--- config.mk ---
export PLATFORM = sky130hd
export DESIGN_NAME = streamingCountTop
export DESIGN_NICKNAME = d
export VERILOG_FILES = /design/src/design/streamParamsPkg.sv /design/src/design/streamTypesPkg.sv /design/src/design/inputFifo.sv /design/src/design/fifoReadArbiter.sv /design/src/design/connectCounter.sv /design/src/design/resultCollector.sv /design/src/design/tagDelayMemory.sv /design/src/design/streamingCountTop.sv
export SDC_FILE = /design/constraint.sdc
export NUM_CORES = 2
export LEC_CHECK = 0
export BUFFER_PORTS_ARGS = -buffer_cell sky130_fd_sc_hd__buf_2
export CAP_MARGIN = 25
export CORE_MARGIN = 2
export CORE_UTILIZATION = 51
export CTS_CLUSTER_SIZE = 10
export DETAILED_ROUTE_END_ITERATION = 8
export PLACE_DENSITY = 0.67
export SETUP_SLACK_MARGIN = 0.2
export SYNTH_ARGS = -nofsm -noshare
export SYNTH_HDL_FRONTEND = slang
export SYNTH_SLANG_ARGS = --single-unit
--- constraint.sdc ---
create_clock -name clk -period 19.9 [get_ports clk]
set_input_delay 0.995 -clock clk [delete_from_list [all_inputs] [get_ports clk]]
set_output_delay 0.995 -clock clk [all_outputs]
set_load 0.02 [all_outputs]
--- src/design/streamParamsPkg.sv ---
package streamParamsPkg;

    // Ring of in-flight words
    // One trip around the ring is also the fixed input-to-output latency
    localparam int INDEX_WIDTH = 6;
    localparam int RING_LENGTH = 1 << INDEX_WIDTH;

    // Word geometry
    localparam int BOT_WIDTH = 128;
    localparam int CHUNK_WIDTH = 16;
    localparam int CHUNK_COUNT = BOT_WIDTH / CHUNK_WIDTH;

    // Shared input FIFO
    localparam int FIFO_DEPTH_LOG2 = 4;

    // Occupancy at which the source is asked to hold off
    localparam int SLOW_THRESHOLD = 8;

    // Tag entries per delay-memory word
    localparam int PACK_DEPTH_LOG2 = 4;

endpackage

--- src/design/streamTypesPkg.sv ---
package streamTypesPkg;
    import streamParamsPkg::*;

    // A bot or top word
    // The flat view is used for masking, the chunk view for the scan
    typedef union packed {
        logic [BOT_WIDTH-1:0] flat;
        logic [CHUNK_COUNT-1:0][CHUNK_WIDTH-1:0] chunks;
    } botWordT;

    // Run count, wide enough for alternating bits over a full word
    typedef logic [INDEX_WIDTH:0] countT;

endpackage

--- src/design/inputFifo.sv ---
module inputFifo
    import streamParamsPkg::*, streamTypesPkg::*;
(
    input  logic                     clk,
    input  logic                     reset,
    input  logic                     write,
    input  botWordT                  botIn,
    input  logic [INDEX_WIDTH-1:0]   indexIn,
    input  logic                     read,
    output botWordT                  dataOut,
    output logic [INDEX_WIDTH-1:0]   indexOut,
    output logic                     dataValid,
    output logic [FIFO_DEPTH_LOG2:0] used,
    output logic                     empty
);

    localparam int FIFO_DEPTH = 1 << FIFO_DEPTH_LOG2;

    botWordT botMem [FIFO_DEPTH];
    logic [INDEX_WIDTH-1:0] indexMem [FIFO_DEPTH];

    logic [FIFO_DEPTH_LOG2-1:0] writePtr;
    logic [FIFO_DEPTH_LOG2-1:0] readPtr;
    logic full;
    logic doWrite;
    logic doRead;

    assign empty = used == '0;
    assign full = used == (FIFO_DEPTH_LOG2 + 1)'(FIFO_DEPTH);

    // Writes into a full FIFO and reads from an empty one are dropped
    assign doWrite = write && !full;
    assign doRead = read && !empty;

    always_ff @(posedge clk) begin
        if (reset) begin
            writePtr <= '0;
            readPtr <= '0;
            used <= '0;
            dataValid <= 1'b0;
        end else begin
            if (doWrite) begin
                writePtr <= writePtr + 1'b1;
            end
            if (doRead) begin
                readPtr <= readPtr + 1'b1;
            end
            case ({doWrite, doRead})
                2'b10:   used <= used + 1'b1;
                2'b01:   used <= used - 1'b1;
                default: used <= used;
            endcase
            dataValid <= doRead;
        end
    end

    // Storage and the registered read port
    always_ff @(posedge clk) begin
        if (doWrite) begin
            botMem[writePtr] <= botIn;
            indexMem[writePtr] <= indexIn;
        end
        if (doRead) begin
            dataOut <= botMem[readPtr];
            indexOut <= indexMem[readPtr];
        end
    end

endmodule

--- src/design/fifoReadArbiter.sv ---
module fifoReadArbiter (
    input  logic       clk,
    input  logic       reset,
    input  logic [1:0] request,
    input  logic       empty,
    input  logic       dataValid,
    output logic       fifoRead,
    output logic [1:0] start
);

    // Core 1 wins a tie when set
    logic priorityOne;
    // Core granted last cycle, whose data is on its way back
    logic [1:0] pending;
    logic [1:0] eligible;
    logic [1:0] grant;

    // A core stays idle until its data lands, so mask its request meanwhile
    assign eligible = request & ~pending;

    always_comb begin
        grant = 2'b00;
        if (!empty) begin
            if (eligible == 2'b11) begin
                grant = priorityOne ? 2'b10 : 2'b01;
            end else begin
                grant = eligible;
            end
        end
    end

    assign fifoRead = |grant;

    // FIFO data comes back one cycle after the grant
    assign start = pending & {2{dataValid}};

    always_ff @(posedge clk) begin
        if (reset) begin
            pending <= 2'b00;
            priorityOne <= 1'b0;
        end else begin
            pending <= grant;
            if (fifoRead) begin
                // The core just served drops to low priority
                priorityOne <= grant[0];
            end
        end
    end

endmodule

--- src/design/connectCounter.sv ---
module connectCounter
    import streamParamsPkg::*, streamTypesPkg::*;
(
    input  logic                   clk,
    input  logic                   reset,
    input  logic                   start,
    input  botWordT                top,
    input  botWordT                botIn,
    input  logic [INDEX_WIDTH-1:0] indexIn,
    output logic                   request,
    output logic                   done,
    output countT                  count,
    output logic [INDEX_WIDTH-1:0] indexOut
);

    localparam int SEL_WIDTH = $clog2(CHUNK_COUNT);
    // At most one rise per two bits of a chunk
    localparam int RISE_WIDTH = $clog2(CHUNK_WIDTH / 2 + 1);
    localparam logic [SEL_WIDTH-1:0] LAST_CHUNK = SEL_WIDTH'(CHUNK_COUNT - 1);

    botWordT work;
    logic busy;
    logic [SEL_WIDTH-1:0] chunkSel;
    logic carry;
    countT runCount;
    logic [RISE_WIDTH-1:0] chunkRises;
    logic lastStep;

    // Count the 0 to 1 steps in a chunk, prevBit being the bit just below it
    function automatic logic [RISE_WIDTH-1:0] countRises(
        input logic [CHUNK_WIDTH-1:0] chunk,
        input logic prevBit
    );
        logic [CHUNK_WIDTH-1:0] below;
        logic [CHUNK_WIDTH-1:0] rises;
        logic [RISE_WIDTH-1:0] total;
        below = {chunk[CHUNK_WIDTH-2:0], prevBit};
        rises = chunk & ~below;
        total = '0;
        for (int i = 0; i < CHUNK_WIDTH; i++) begin
            total = total + RISE_WIDTH'(rises[i]);
        end
        return total;
    endfunction

    assign chunkRises = countRises(work.chunks[chunkSel], carry);
    assign lastStep = busy && chunkSel == LAST_CHUNK;
    assign request = !busy;

    always_ff @(posedge clk) begin
        if (reset) begin
            busy <= 1'b0;
            done <= 1'b0;
            chunkSel <= '0;
        end else begin
            done <= lastStep;
            if (start && !busy) begin
                busy <= 1'b1;
                chunkSel <= '0;
            end else if (busy) begin
                chunkSel <= chunkSel + 1'b1;
                if (lastStep) begin
                    busy <= 1'b0;
                end
            end
        end
    end

    // Scan datapath, one chunk per busy cycle from bit 0 upward
    always_ff @(posedge clk) begin
        if (start && !busy) begin
            work.flat <= botIn.flat & top.flat;
            indexOut <= indexIn;
            carry <= 1'b0;
            runCount <= '0;
        end else if (busy) begin
            carry <= work.chunks[chunkSel][CHUNK_WIDTH-1];
            runCount <= runCount + countT'(chunkRises);
            if (lastStep) begin
                count <= runCount + countT'(chunkRises);
            end
        end
    end

endmodule

--- src/design/resultCollector.sv ---
module resultCollector
    import streamParamsPkg::*, streamTypesPkg::*;
(
    input  logic                   clk,
    input  logic                   reset,
    input  logic                   write0,
    input  logic [INDEX_WIDTH-1:0] index0,
    input  countT                  count0,
    input  logic                   write1,
    input  logic [INDEX_WIDTH-1:0] index1,
    input  countT                  count1,
    input  logic [INDEX_WIDTH-1:0] readIndex,
    output countT                  countOut
);

    localparam logic [INDEX_WIDTH-1:0] LAST_INDEX = INDEX_WIDTH'(RING_LENGTH - 1);

    countT countMem [RING_LENGTH];

    // Clearing pass after reset, one entry per cycle
    logic sweepActive;
    logic [INDEX_WIDTH-1:0] sweepIndex;

    always_ff @(posedge clk) begin
        if (reset) begin
            sweepActive <= 1'b1;
            sweepIndex <= '0;
        end else if (sweepActive) begin
            sweepIndex <= sweepIndex + 1'b1;
            if (sweepIndex == LAST_INDEX) begin
                sweepActive <= 1'b0;
            end
        end
    end

    // Sweep runs level with the ring index, well ahead of any core write
    // Core writes come last so they win a clash
    always_ff @(posedge clk) begin
        if (sweepActive) begin
            countMem[sweepIndex] <= '0;
        end
        if (write0) begin
            countMem[index0] <= count0;
        end
        if (write1) begin
            countMem[index1] <= count1;
        end
        countOut <= countMem[readIndex];
    end

endmodule

--- src/design/tagDelayMemory.sv ---
module tagDelayMemory
    import streamParamsPkg::*;
#(
    parameter int EXTRA_WIDTH = 4
) (
    input  logic                   clk,
    input  logic                   reset,
    input  logic [INDEX_WIDTH-1:0] curIndex,
    input  logic                   valid,
    input  logic [EXTRA_WIDTH-1:0] extraIn,
    output logic                   validOut,
    output logic [EXTRA_WIDTH-1:0] extraOut
);

    localparam int ENTRY_WIDTH = EXTRA_WIDTH + 1;
    localparam int PACK_DEPTH = 1 << PACK_DEPTH_LOG2;
    localparam int ADDR_WIDTH = INDEX_WIDTH - PACK_DEPTH_LOG2;
    localparam int WORD_COUNT = 1 << ADDR_WIDTH;
    // Address, memory and output register stages ahead of the unpack load
    localparam int READ_STAGES = 3;
    localparam logic [PACK_DEPTH_LOG2-1:0] LAST_SLOT = PACK_DEPTH_LOG2'(PACK_DEPTH - 1);
    localparam logic [PACK_DEPTH_LOG2-1:0] READ_SLOT =
        PACK_DEPTH_LOG2'(PACK_DEPTH - 1 - READ_STAGES);
    // Word 0 lands before this point, so the sweep must stop here
    localparam logic [INDEX_WIDTH-1:0] SWEEP_LAST = INDEX_WIDTH'(RING_LENGTH - PACK_DEPTH - 1);

    logic [ADDR_WIDTH-1:0] indexHigh;
    logic [ADDR_WIDTH-1:0] nextHigh;
    logic [PACK_DEPTH_LOG2-1:0] indexLow;

    logic [PACK_DEPTH-1:0][ENTRY_WIDTH-1:0] tagMem [WORD_COUNT];
    logic [PACK_DEPTH-1:0][ENTRY_WIDTH-1:0] packReg;
    logic [PACK_DEPTH-1:0][ENTRY_WIDTH-1:0] readWord;
    logic [PACK_DEPTH-1:0][ENTRY_WIDTH-1:0] readWordQ;
    logic [PACK_DEPTH-1:0][ENTRY_WIDTH-1:0] unpackReg;

    logic pushBlock;
    logic [ADDR_WIDTH-1:0] writeAddr;
    logic [ADDR_WIDTH-1:0] readAddr;
    logic [READ_STAGES-1:0] readPipe;
    logic sweepActive;

    assign indexHigh = curIndex[INDEX_WIDTH-1:PACK_DEPTH_LOG2];
    assign indexLow = curIndex[PACK_DEPTH_LOG2-1:0];
    // Oldest word in the ring, due for replay next
    assign nextHigh = indexHigh + ADDR_WIDTH'(1);

    always_ff @(posedge clk) begin
        if (reset) begin
            packReg <= '0;
            unpackReg <= '0;
            validOut <= 1'b0;
            pushBlock <= 1'b0;
            readPipe <= '0;
            sweepActive <= 1'b1;
        end else begin
            // Slot k ends up holding the entry whose low index bits are k
            packReg <= {valid, extraIn, packReg[PACK_DEPTH-1:1]};
            pushBlock <= indexLow == LAST_SLOT;
            readPipe <= {readPipe[READ_STAGES-2:0], indexLow == READ_SLOT};
            if (curIndex == SWEEP_LAST) begin
                sweepActive <= 1'b0;
            end
            if (readPipe[READ_STAGES-1]) begin
                unpackReg <= {{ENTRY_WIDTH{1'b0}}, readWordQ[PACK_DEPTH-1:1]};
                validOut <= readWordQ[0][ENTRY_WIDTH-1];
            end else begin
                unpackReg <= {{ENTRY_WIDTH{1'b0}}, unpackReg[PACK_DEPTH-1:1]};
                validOut <= unpackReg[0][ENTRY_WIDTH-1];
            end
        end
    end

    always_ff @(posedge clk) begin
        writeAddr <= indexHigh;
        if (pushBlock) begin
            tagMem[writeAddr] <= packReg;
        end else if (sweepActive) begin
            tagMem[nextHigh] <= '0;
        end
        if (indexLow == READ_SLOT) begin
            readAddr <= nextHigh;
        end
        if (readPipe[0]) begin
            readWord <= tagMem[readAddr];
        end
        if (readPipe[1]) begin
            readWordQ <= readWord;
        end
        // Tag payload follows the same replay as the valid flag
        if (readPipe[READ_STAGES-1]) begin
            extraOut <= readWordQ[0][EXTRA_WIDTH-1:0];
        end else begin
            extraOut <= unpackReg[0][EXTRA_WIDTH-1:0];
        end
    end

endmodule

--- src/design/streamingCountTop.sv ---
module streamingCountTop
    import streamParamsPkg::*, streamTypesPkg::*;
#(
    parameter int EXTRA_WIDTH = 4
) (
    input  logic                   clk,
    input  logic                   reset,
    input  logic [BOT_WIDTH-1:0]   top,
    input  logic                   botValid,
    input  botWordT                bot,
    input  logic [EXTRA_WIDTH-1:0] extraIn,
    output logic                   slowDown,
    output logic                   resultValid,
    output countT                  connectCount,
    output logic [EXTRA_WIDTH-1:0] extraOut
);

    logic [INDEX_WIDTH-1:0] curIndex;
    logic [INDEX_WIDTH-1:0] readIndex;
    botWordT topMask;

    logic [FIFO_DEPTH_LOG2:0] fifoUsed;
    logic fifoEmpty;
    logic fifoRead;
    logic fifoDataValid;
    botWordT fifoData;
    logic [INDEX_WIDTH-1:0] fifoIndex;

    logic [1:0] coreRequest;
    logic [1:0] coreStart;
    logic [1:0] coreDone;
    countT coreCount [2];
    logic [INDEX_WIDTH-1:0] coreIndex [2];

    // Free-running ring index, every word is stamped with it on entry
    always_ff @(posedge clk) begin
        if (reset) begin
            curIndex <= '0;
        end else begin
            curIndex <= curIndex + 1'b1;
        end
    end

    // Collector read is registered, so look one entry ahead
    assign readIndex = curIndex + INDEX_WIDTH'(1);
    assign slowDown = fifoUsed >= (FIFO_DEPTH_LOG2 + 1)'(SLOW_THRESHOLD);
    assign topMask.flat = top;

    inputFifo fifo (
        .clk(clk),
        .reset(reset),
        .write(botValid),
        .botIn(bot),
        .indexIn(curIndex),
        .read(fifoRead),
        .dataOut(fifoData),
        .indexOut(fifoIndex),
        .dataValid(fifoDataValid),
        .used(fifoUsed),
        .empty(fifoEmpty)
    );

    fifoReadArbiter arbiter (
        .clk(clk),
        .reset(reset),
        .request(coreRequest),
        .empty(fifoEmpty),
        .dataValid(fifoDataValid),
        .fifoRead(fifoRead),
        .start(coreStart)
    );

    for (genvar coreNum = 0; coreNum < 2; coreNum++) begin : coreGen
        connectCounter core (
            .clk(clk),
            .reset(reset),
            .start(coreStart[coreNum]),
            .top(topMask),
            .botIn(fifoData),
            .indexIn(fifoIndex),
            .request(coreRequest[coreNum]),
            .done(coreDone[coreNum]),
            .count(coreCount[coreNum]),
            .indexOut(coreIndex[coreNum])
        );
    end

    resultCollector collector (
        .clk(clk),
        .reset(reset),
        .write0(coreDone[0]),
        .index0(coreIndex[0]),
        .count0(coreCount[0]),
        .write1(coreDone[1]),
        .index1(coreIndex[1]),
        .count1(coreCount[1]),
        .readIndex(readIndex),
        .countOut(connectCount)
    );

    tagDelayMemory #(
        .EXTRA_WIDTH(EXTRA_WIDTH)
    ) tagDelay (
        .clk(clk),
        .reset(reset),
        .curIndex(curIndex),
        .valid(botValid),
        .extraIn(extraIn),
        .validOut(resultValid),
        .extraOut(extraOut)
    );

endmodule

* After elaboration in Yosys (flattened, before gate mapping)
Memory sizes are Yosys's and may differ from the RTL's. A register that Yosys moved wholly into a read port is not among the register bits.
Cells that the tools add are included.
** Word-level totals
- Memories kept :: 4
- Memory bits (writable) :: 2912
- Bits of input ports :: 263
- Flip-flop bits (word level) :: 592
- Output and inout bits :: 13
- Logic and storage cells :: 201
** Memory list
- fifo.botMem :: words 16, bits a word 128, read ports 1, clocked after Yosys merged registers in 1, wr ports 1, RTL line inputFifo.sv:19 : botWordT botMem [FIFO_DEPTH];
- collector.countMem :: words 64, bits a word 7, read ports 1, clocked after Yosys merged registers in 1, wr ports 3, RTL line resultCollector.sv:18 : countT countMem [RING_LENGTH];
- tagDelay.tagMem :: words 4, bits a word 80, read ports 1, clocked after Yosys merged registers in 1, wr ports 1, RTL line tagDelayMemory.sv:31 : logic [PACK_DEPTH-1:0][ENTRY_WIDTH-1:0] tagMem [WORD_COUNT];
- fifo.indexMem :: words 16, bits a word 6, read ports 1, clocked after Yosys merged registers in 1, wr ports 1, RTL line inputFifo.sv:20 : logic [INDEX_WIDTH-1:0] indexMem [FIFO_DEPTH];
** Cells by class
- Add/subtract/negate cells :: 41
- Reduce and logical (&&, ||, !) cells :: 18
- Mux-type cells :: 35
- Equal/unequal tests :: 10
- Bitwise operators :: 10
- Order comparisons :: 3
** Operators by type and width (count)
- 128-bit AND :: 1
- 4-bit by 1-bit adder with 4-bit output :: 28
- 16-bit binary-select mux with 3-bit select :: 2
- 80-bit 2-to-1 mux :: 1
- 80-bit OR reduction :: 1
- 75-bit 2-to-1 mux :: 1
- 16-bit AND :: 2
- 16-bit 2-to-1 mux :: 2
- 16-bit inverter :: 2
- 1-bit 2-to-1 mux :: 23
- 7-bit by 4-bit adder with 7-bit output :: 2
- 6-bit by 1-bit adder with 6-bit output (second input constant) :: 2
- 6-bit == test (second input constant) :: 2
- 5-bit case mux with 2 select lines :: 1
- 4-bit by 1-bit adder with 4-bit output (second input constant) :: 2
- 4-bit == test (second input constant) :: 2
- 3-bit by 4-bit < comparator with 1-bit output (second input constant) :: 2
- 2-bit 2-to-1 mux :: 4
- 3-bit by 1-bit adder with 3-bit output (second input constant) :: 2
- 3-bit == test (second input constant) :: 2
- 1-bit logical AND :: 6
- 3-bit AND reduction :: 2
- 2-bit OR reduction :: 3
- 5-bit by 1-bit adder with 5-bit output (second input constant) :: 1
- other kinds (14) :: 21

* Longest topological paths before layout
- Depth after elaboration :: 20
- Gate-level depth with buffers :: 23
- Mapped depth without buffers :: 21

* Cells and area by module
Synthesis repeated with hierarchy kept, for this count alone.
** Second synthesis, totals
- Cell total of the unflattened synthesis :: 7306
- Area total of the unflattened synthesis :: 145758.5 sq um
** By module, submodules not included
- inputFifo :: sequential area each 68685.9 sq um, area an instance 84976.5 sq um, cells an instance 3521, instances 1
- resultCollector :: sequential area each 13733.2 sq um, area an instance 23715.2 sq um, cells an instance 1678, instances 1
- tagDelayMemory :: sequential area each 17817.1 sq um, area an instance 22216.3 sq um, cells an instance 1118, instances 1
- connectCounter :: sequential area each 4494.3 sq um, area an instance 7216.9 sq um, cells an instance 474, instances 2
- streamingCountTop :: sequential area each 120.1 sq um, area an instance 257.7 sq um, cells an instance 25, instances 1
- fifoReadArbiter :: sequential area each 60.1 sq um, area an instance 158.9 sq um, cells an instance 16, instances 1

* Worst setup path before layout
Ideal clock, no wire load.
- Path kind :: input port to flip-flop
- Start point :: in botValid
- End point :: mem fifo.botMem[3][0] (netlist name), enable pin
- Data arrival time :: 10.724 ns
- Slack :: 8.386 ns
- Stages on the path :: 3
- Cell sequence :: a21boi_1 > nand2_1 > nor3_1
** Between the ends
- Longest elaborated chain between the ends :: 3
** RTL lines
- from (decl) :: RTL line streamingCountTop.sv:9 : input logic botValid,
- 1-bit logical AND :: RTL line inputFifo.sv:32 : assign doWrite = write && !full;
- 1-bit 2-to-1 mux :: RTL line inputFifo.sv:59 : if (doWrite) begin
- 1-bit 2-to-1 mux (implied by the code) :: RTL line inputFifo.sv:60 : botMem[writePtr] <= botIn;
- to (decl) :: RTL line inputFifo.sv:19
No other way between the ends.

* Worst setup path after layout
- Start point :: reg coreGen[0].core.chunkSel[0]
- End point :: reg coreGen[0].core.runCount[5]
** Between the ends
- Longest elaborated chain between the ends :: 20
** RTL lines
- from (decl) :: RTL line connectCounter.sv:23 : logic [SEL_WIDTH-1:0] chunkSel;
- from (signal assigned) :: RTL line connectCounter.sv:61 : chunkSel <= chunkSel + 1'b1;
- 16-bit binary-select mux with 3-bit select (*) :: RTL line connectCounter.sv:46 : assign chunkRises = countRises(work.chunks[chunkSel], carry);
- 16-bit 2-to-1 mux (implied by the code) (*) :: RTL line connectCounter.sv:46
- 16-bit inverter :: RTL line connectCounter.sv:38 : rises = chunk & ~below;
- 16-bit AND (*) :: RTL line connectCounter.sv:38
- 1-bit by 1-bit adder with 2-bit output :: RTL line connectCounter.sv:41 : total = total + RISE_WIDTH'(rises[i]);
- 4-bit by 1-bit adder with 4-bit output (13 in a row) :: RTL line connectCounter.sv:41
- 4-bit by 1-bit adder with 4-bit output (*) :: RTL line connectCounter.sv:41
- 7-bit by 4-bit adder with 7-bit output (*) :: RTL line connectCounter.sv:78 : runCount <= runCount + countT'(chunkRises);
- to (signal assigned) :: RTL line connectCounter.sv:78
- to (decl) :: RTL line connectCounter.sv:25 : countT runCount;
Every way passes the cells marked *; elsewhere a longest branch is shown, timed or not. The select of a mux whose other input is x is not followed.
A chain may end at the register's enable or synchronous reset.

==> reports/metrics.yaml <==
cts_hold_buf: 0
cap_violations: 0
outcome: "complete, no violations"
num_rows: 195
fill_cells: 20300
place_congestion: 0.862
period_minus_slack_ns: 6.56
r2r-end: "coreGen[0].core.runCount[5]$_SDFFE_PP0P_"
cts_resized: 0
yosys-top-cells-count: "3490 x edfxtp_1, 868 x mux4_2, 464 x a22o_1, 253 x nor2_1, 236 x clkbuf_1"
fin_tns_setup_ns: 0
synth-edff-count: 3490
synthArstFlopShare_pct: 0
yosysTopAreaCell: "edfxtp_1"
synth_area_um2: 145000
grt_usage_pct: 24.4
cp_top_family: "adder cells"
syn_avg_cell_area_um2: 20.9
required_ns: 20.73
synthMostInstantiatedCell: "edfxtp_1"
cts_sinks: 3720
ys.flop_type: "edfxtp_1"
path_max_fanout: 34
min_path_cells: 2
reg2reg_from: "coreGen[0].core.chunkSel[0]$_SDFFE_PP0P_"
arrival_ns: 7.38
hold_viol_final: 0
ys_top_cells_by_area: "edfxtp_1 72%, mux4_2 13%, dfxtp_1 3.2%"
slew_headroom_pct: 19.3
worstHoldPathType: "input port to flip-flop"
cts_tree: "yes"
port_buffers: 275
viasPerCell: 6.32
cp_slowest_cell: "dfxtp_4"
worstPathCellList: "mux4_2 -> mux2i_1 -> mux2_2 -> fa_1 -> fa_1 -> fa_1 -> fa_1 -> fa_1 -> fa_1 -> inv_1 -> ha_1 -> a21o_1 -> a21oi_1 -> nor2b_1 -> o21ai_0 -> xnor2_1 -> a22o_1"
crit_path_frequent_cell: "fa_1"
first_pass_iters: 7
post_cts_buffers: 0
nets: 7665
num_vias: 71300
htreeDepth: 5
drc: 0
post-dp-hpwl_um: 197000
endpoint_kind: "flip-flop"
initial_core_util_pct: 51.3
worst-path-buf-inv: 1
power_density_nw_per_um2: 118
synth_cell_types: 67
drive_above_1_share_pct: 24.8
drt-initial-drc-count: 9044
synth_seq_area_share_pct: 75.5
grt_pass1_vias: 72000
clock.fmax_mhz: 153
min_to: "tagDelay.packReg[76]$_SDFF_PP0_"
hp-start: "extraIn[1]"
grt_pass1_wl_um: 510000
clockBufferDepth: 4
cts_buffers: 416
crit_type: "flip-flop to flip-flop"
worstSetupStartpoint: "coreGen[0].core.chunkSel[0]$_SDFFE_PP0P_"
clk_pin_slew_ns: 0.06
drt-total-wl_um: 353000
rsz0062_at_grt: "no"
coreArea_um2: 282000
ant_nets: 0
ir_drop_mv: 0.162
setup_viol: 0
drv_slew: 0
seqCellArea_um2: 109000
clock_skew_ns: 0.0501
rrSetupSlack_ns: 13.34
fp.dieH_um: 537
worst_pin_slew_ns: 1.21
final_cells: 11300
ys_seq_elements: 3720
multi_input_area_um2: 33700
yosysTopAreaCellShare_pct: 72.4
netlist_instances: 6923
start_kind: "flip-flop"
die_w_um: 537
die_area_um2: 288000
cp.depth: 17
wl_per_cell_um: 31.3
clk_latency_ns: 0.96
r2r_cells: 17
finalCritPeriodShare_pct: 32.9
antenna_found_initial: 88
area_delta_synth_final_pct: 12.2
cp_slowest_stage_delay_ns: 0.83
p_leak_nw: 50.8
dp.cells: 10700
io_pins: 276
yosys_warnings: 0
overflow: 0
cts_root_buffer: "clkbuf_16"
grt_max_degree: 154
[power breakdown]
| group | switching [mW] | internal (mW) |
|---|---|---|
| Sequential | 0.218 | 9.09 |
| Combinational | 1.65 | 1.43 |
| Clock | 2.92 | 3.84 |
| Total | 4.78 | 14.4 |
[layer usage]
metal | share of wire, % | track usage, %
met4 | 2.7 | 6.35
met3 | 9.6 | 5.23
met1 | 39 | 34.4
met5 | 0.13 | 0
met2 | 48 | 39.1
[cells by family after synthesis]
family	after synthesis	synth area share [%]
AOI/OAI and AO/OA	663	3.87
xor gates and xnor gates	37	0.252
adders and majority gates	57	0.612
buffers and inverters	450	1.38
DFF	3720	75.5
muxes	1055	15.1
other	1	0.00259
and+or+nand+nor	940	3.28
[area by class of cell]
class                      instances  share of cell area (%)
sequential                      3720                    67.4
timing repair buffer             418                    1.71
multi-input combinational       2754                    20.7
inverter                          35                  0.0809
antenna                           24                  0.0370
clock inverter                    40                   0.429
tap                             3743                    2.88
clock buffer                     548                    6.75
[worst reg2reg max path, delay by kind of cell (launching register included)]
kind            cells  cell delay [ns]
fa+ha+maj           7             3.21
simple gates        1             0.07
mux                 3             1.31
compound gates      4             0.83
xor+xnor            1             0.11
flops               1             0.83
buf+inv             1             0.06
[state kept, by name (all words and copies together) (netlist names), 6 cells and up]
| register | count |
|---|---|
| fifo.dataOut | 128 |
| coreGen.core.count | 14 |
| tagDelay.readWordQ | 80 |
| coreGen.core.chunkSel | 6 |
| coreGen.core.indexOut | 12 |
| tagDelay.readWord | 80 |
| fifo.botMem | 2048 |
| coreGen.core.runCount | 14 |
| fifo.indexMem | 96 |
| curIndex | 6 |
| collector.countOut | 7 |
| collector.countMem | 448 |
| tagDelay.unpackReg | 75 |
| collector.sweepIndex | 6 |
| tagDelay.packReg | 80 |
| fifo.indexOut | 6 |
| coreGen.core.work | 256 |
| tagDelay.tagMem | 320 |
[stage by stage]
stage          hold WS (ns)  area (µm²)  power, mW  worst slack [ns]  utilization (%)
2_1_floorplan         0.400      145000       11.7              8.39                -
3_3_place_gp          0.401      150000       12.5             13.34             53.3
3_5_place_dp          0.405      151000       12.6             13.38             53.3
4_1_cts               0.229      162000       19.3             13.34             57.5
5_1_grt               0.305      162000       19.8             12.98             57.5
6_report              0.298      162000       19.1             13.34             57.5
[layout by cell type (no fill, tap or decap), types with 19 or more instances in the layout]
cell / count
a21oi_1: 38
a221o_1: 25
a22o_1: 464
and2_1: 217
buf_2: 276
buf_4: 119
clkbuf_1: 127
clkbuf_16: 417
dfxtp_1: 218
diode_2: 24
edfxtp_1: 3490
fa_1: 23
ha_1: 33
inv_1: 34
mux2_2: 21
mux2i_1: 144
mux4_1: 22
mux4_2: 868
nand2_1: 192
nand2b_1: 20
nand3_1: 33
nor2_1: 234
nor2_2: 40
nor2b_1: 122
o221ai_1: 33
xnor2_1: 19
[worst max-delay path by stage]
stage,to
finish,coreGen[0].core.runCount[5]$_SDFFE_PP0P_
floorplan,fifo.botMem[3][0]$_DFFE_PP_
detailed placement,coreGen[0].core.runCount[5]$_SDFFE_PP0P_
global placement,coreGen[0].core.runCount[5]$_SDFFE_PP0P_
global route,coreGen[0].core.runCount[5]$_SDFFE_PP0P_
CTS,coreGen[0].core.runCount[5]$_SDFFE_PP0P_
Note: power is estimated with default switching activity, not from simulation.
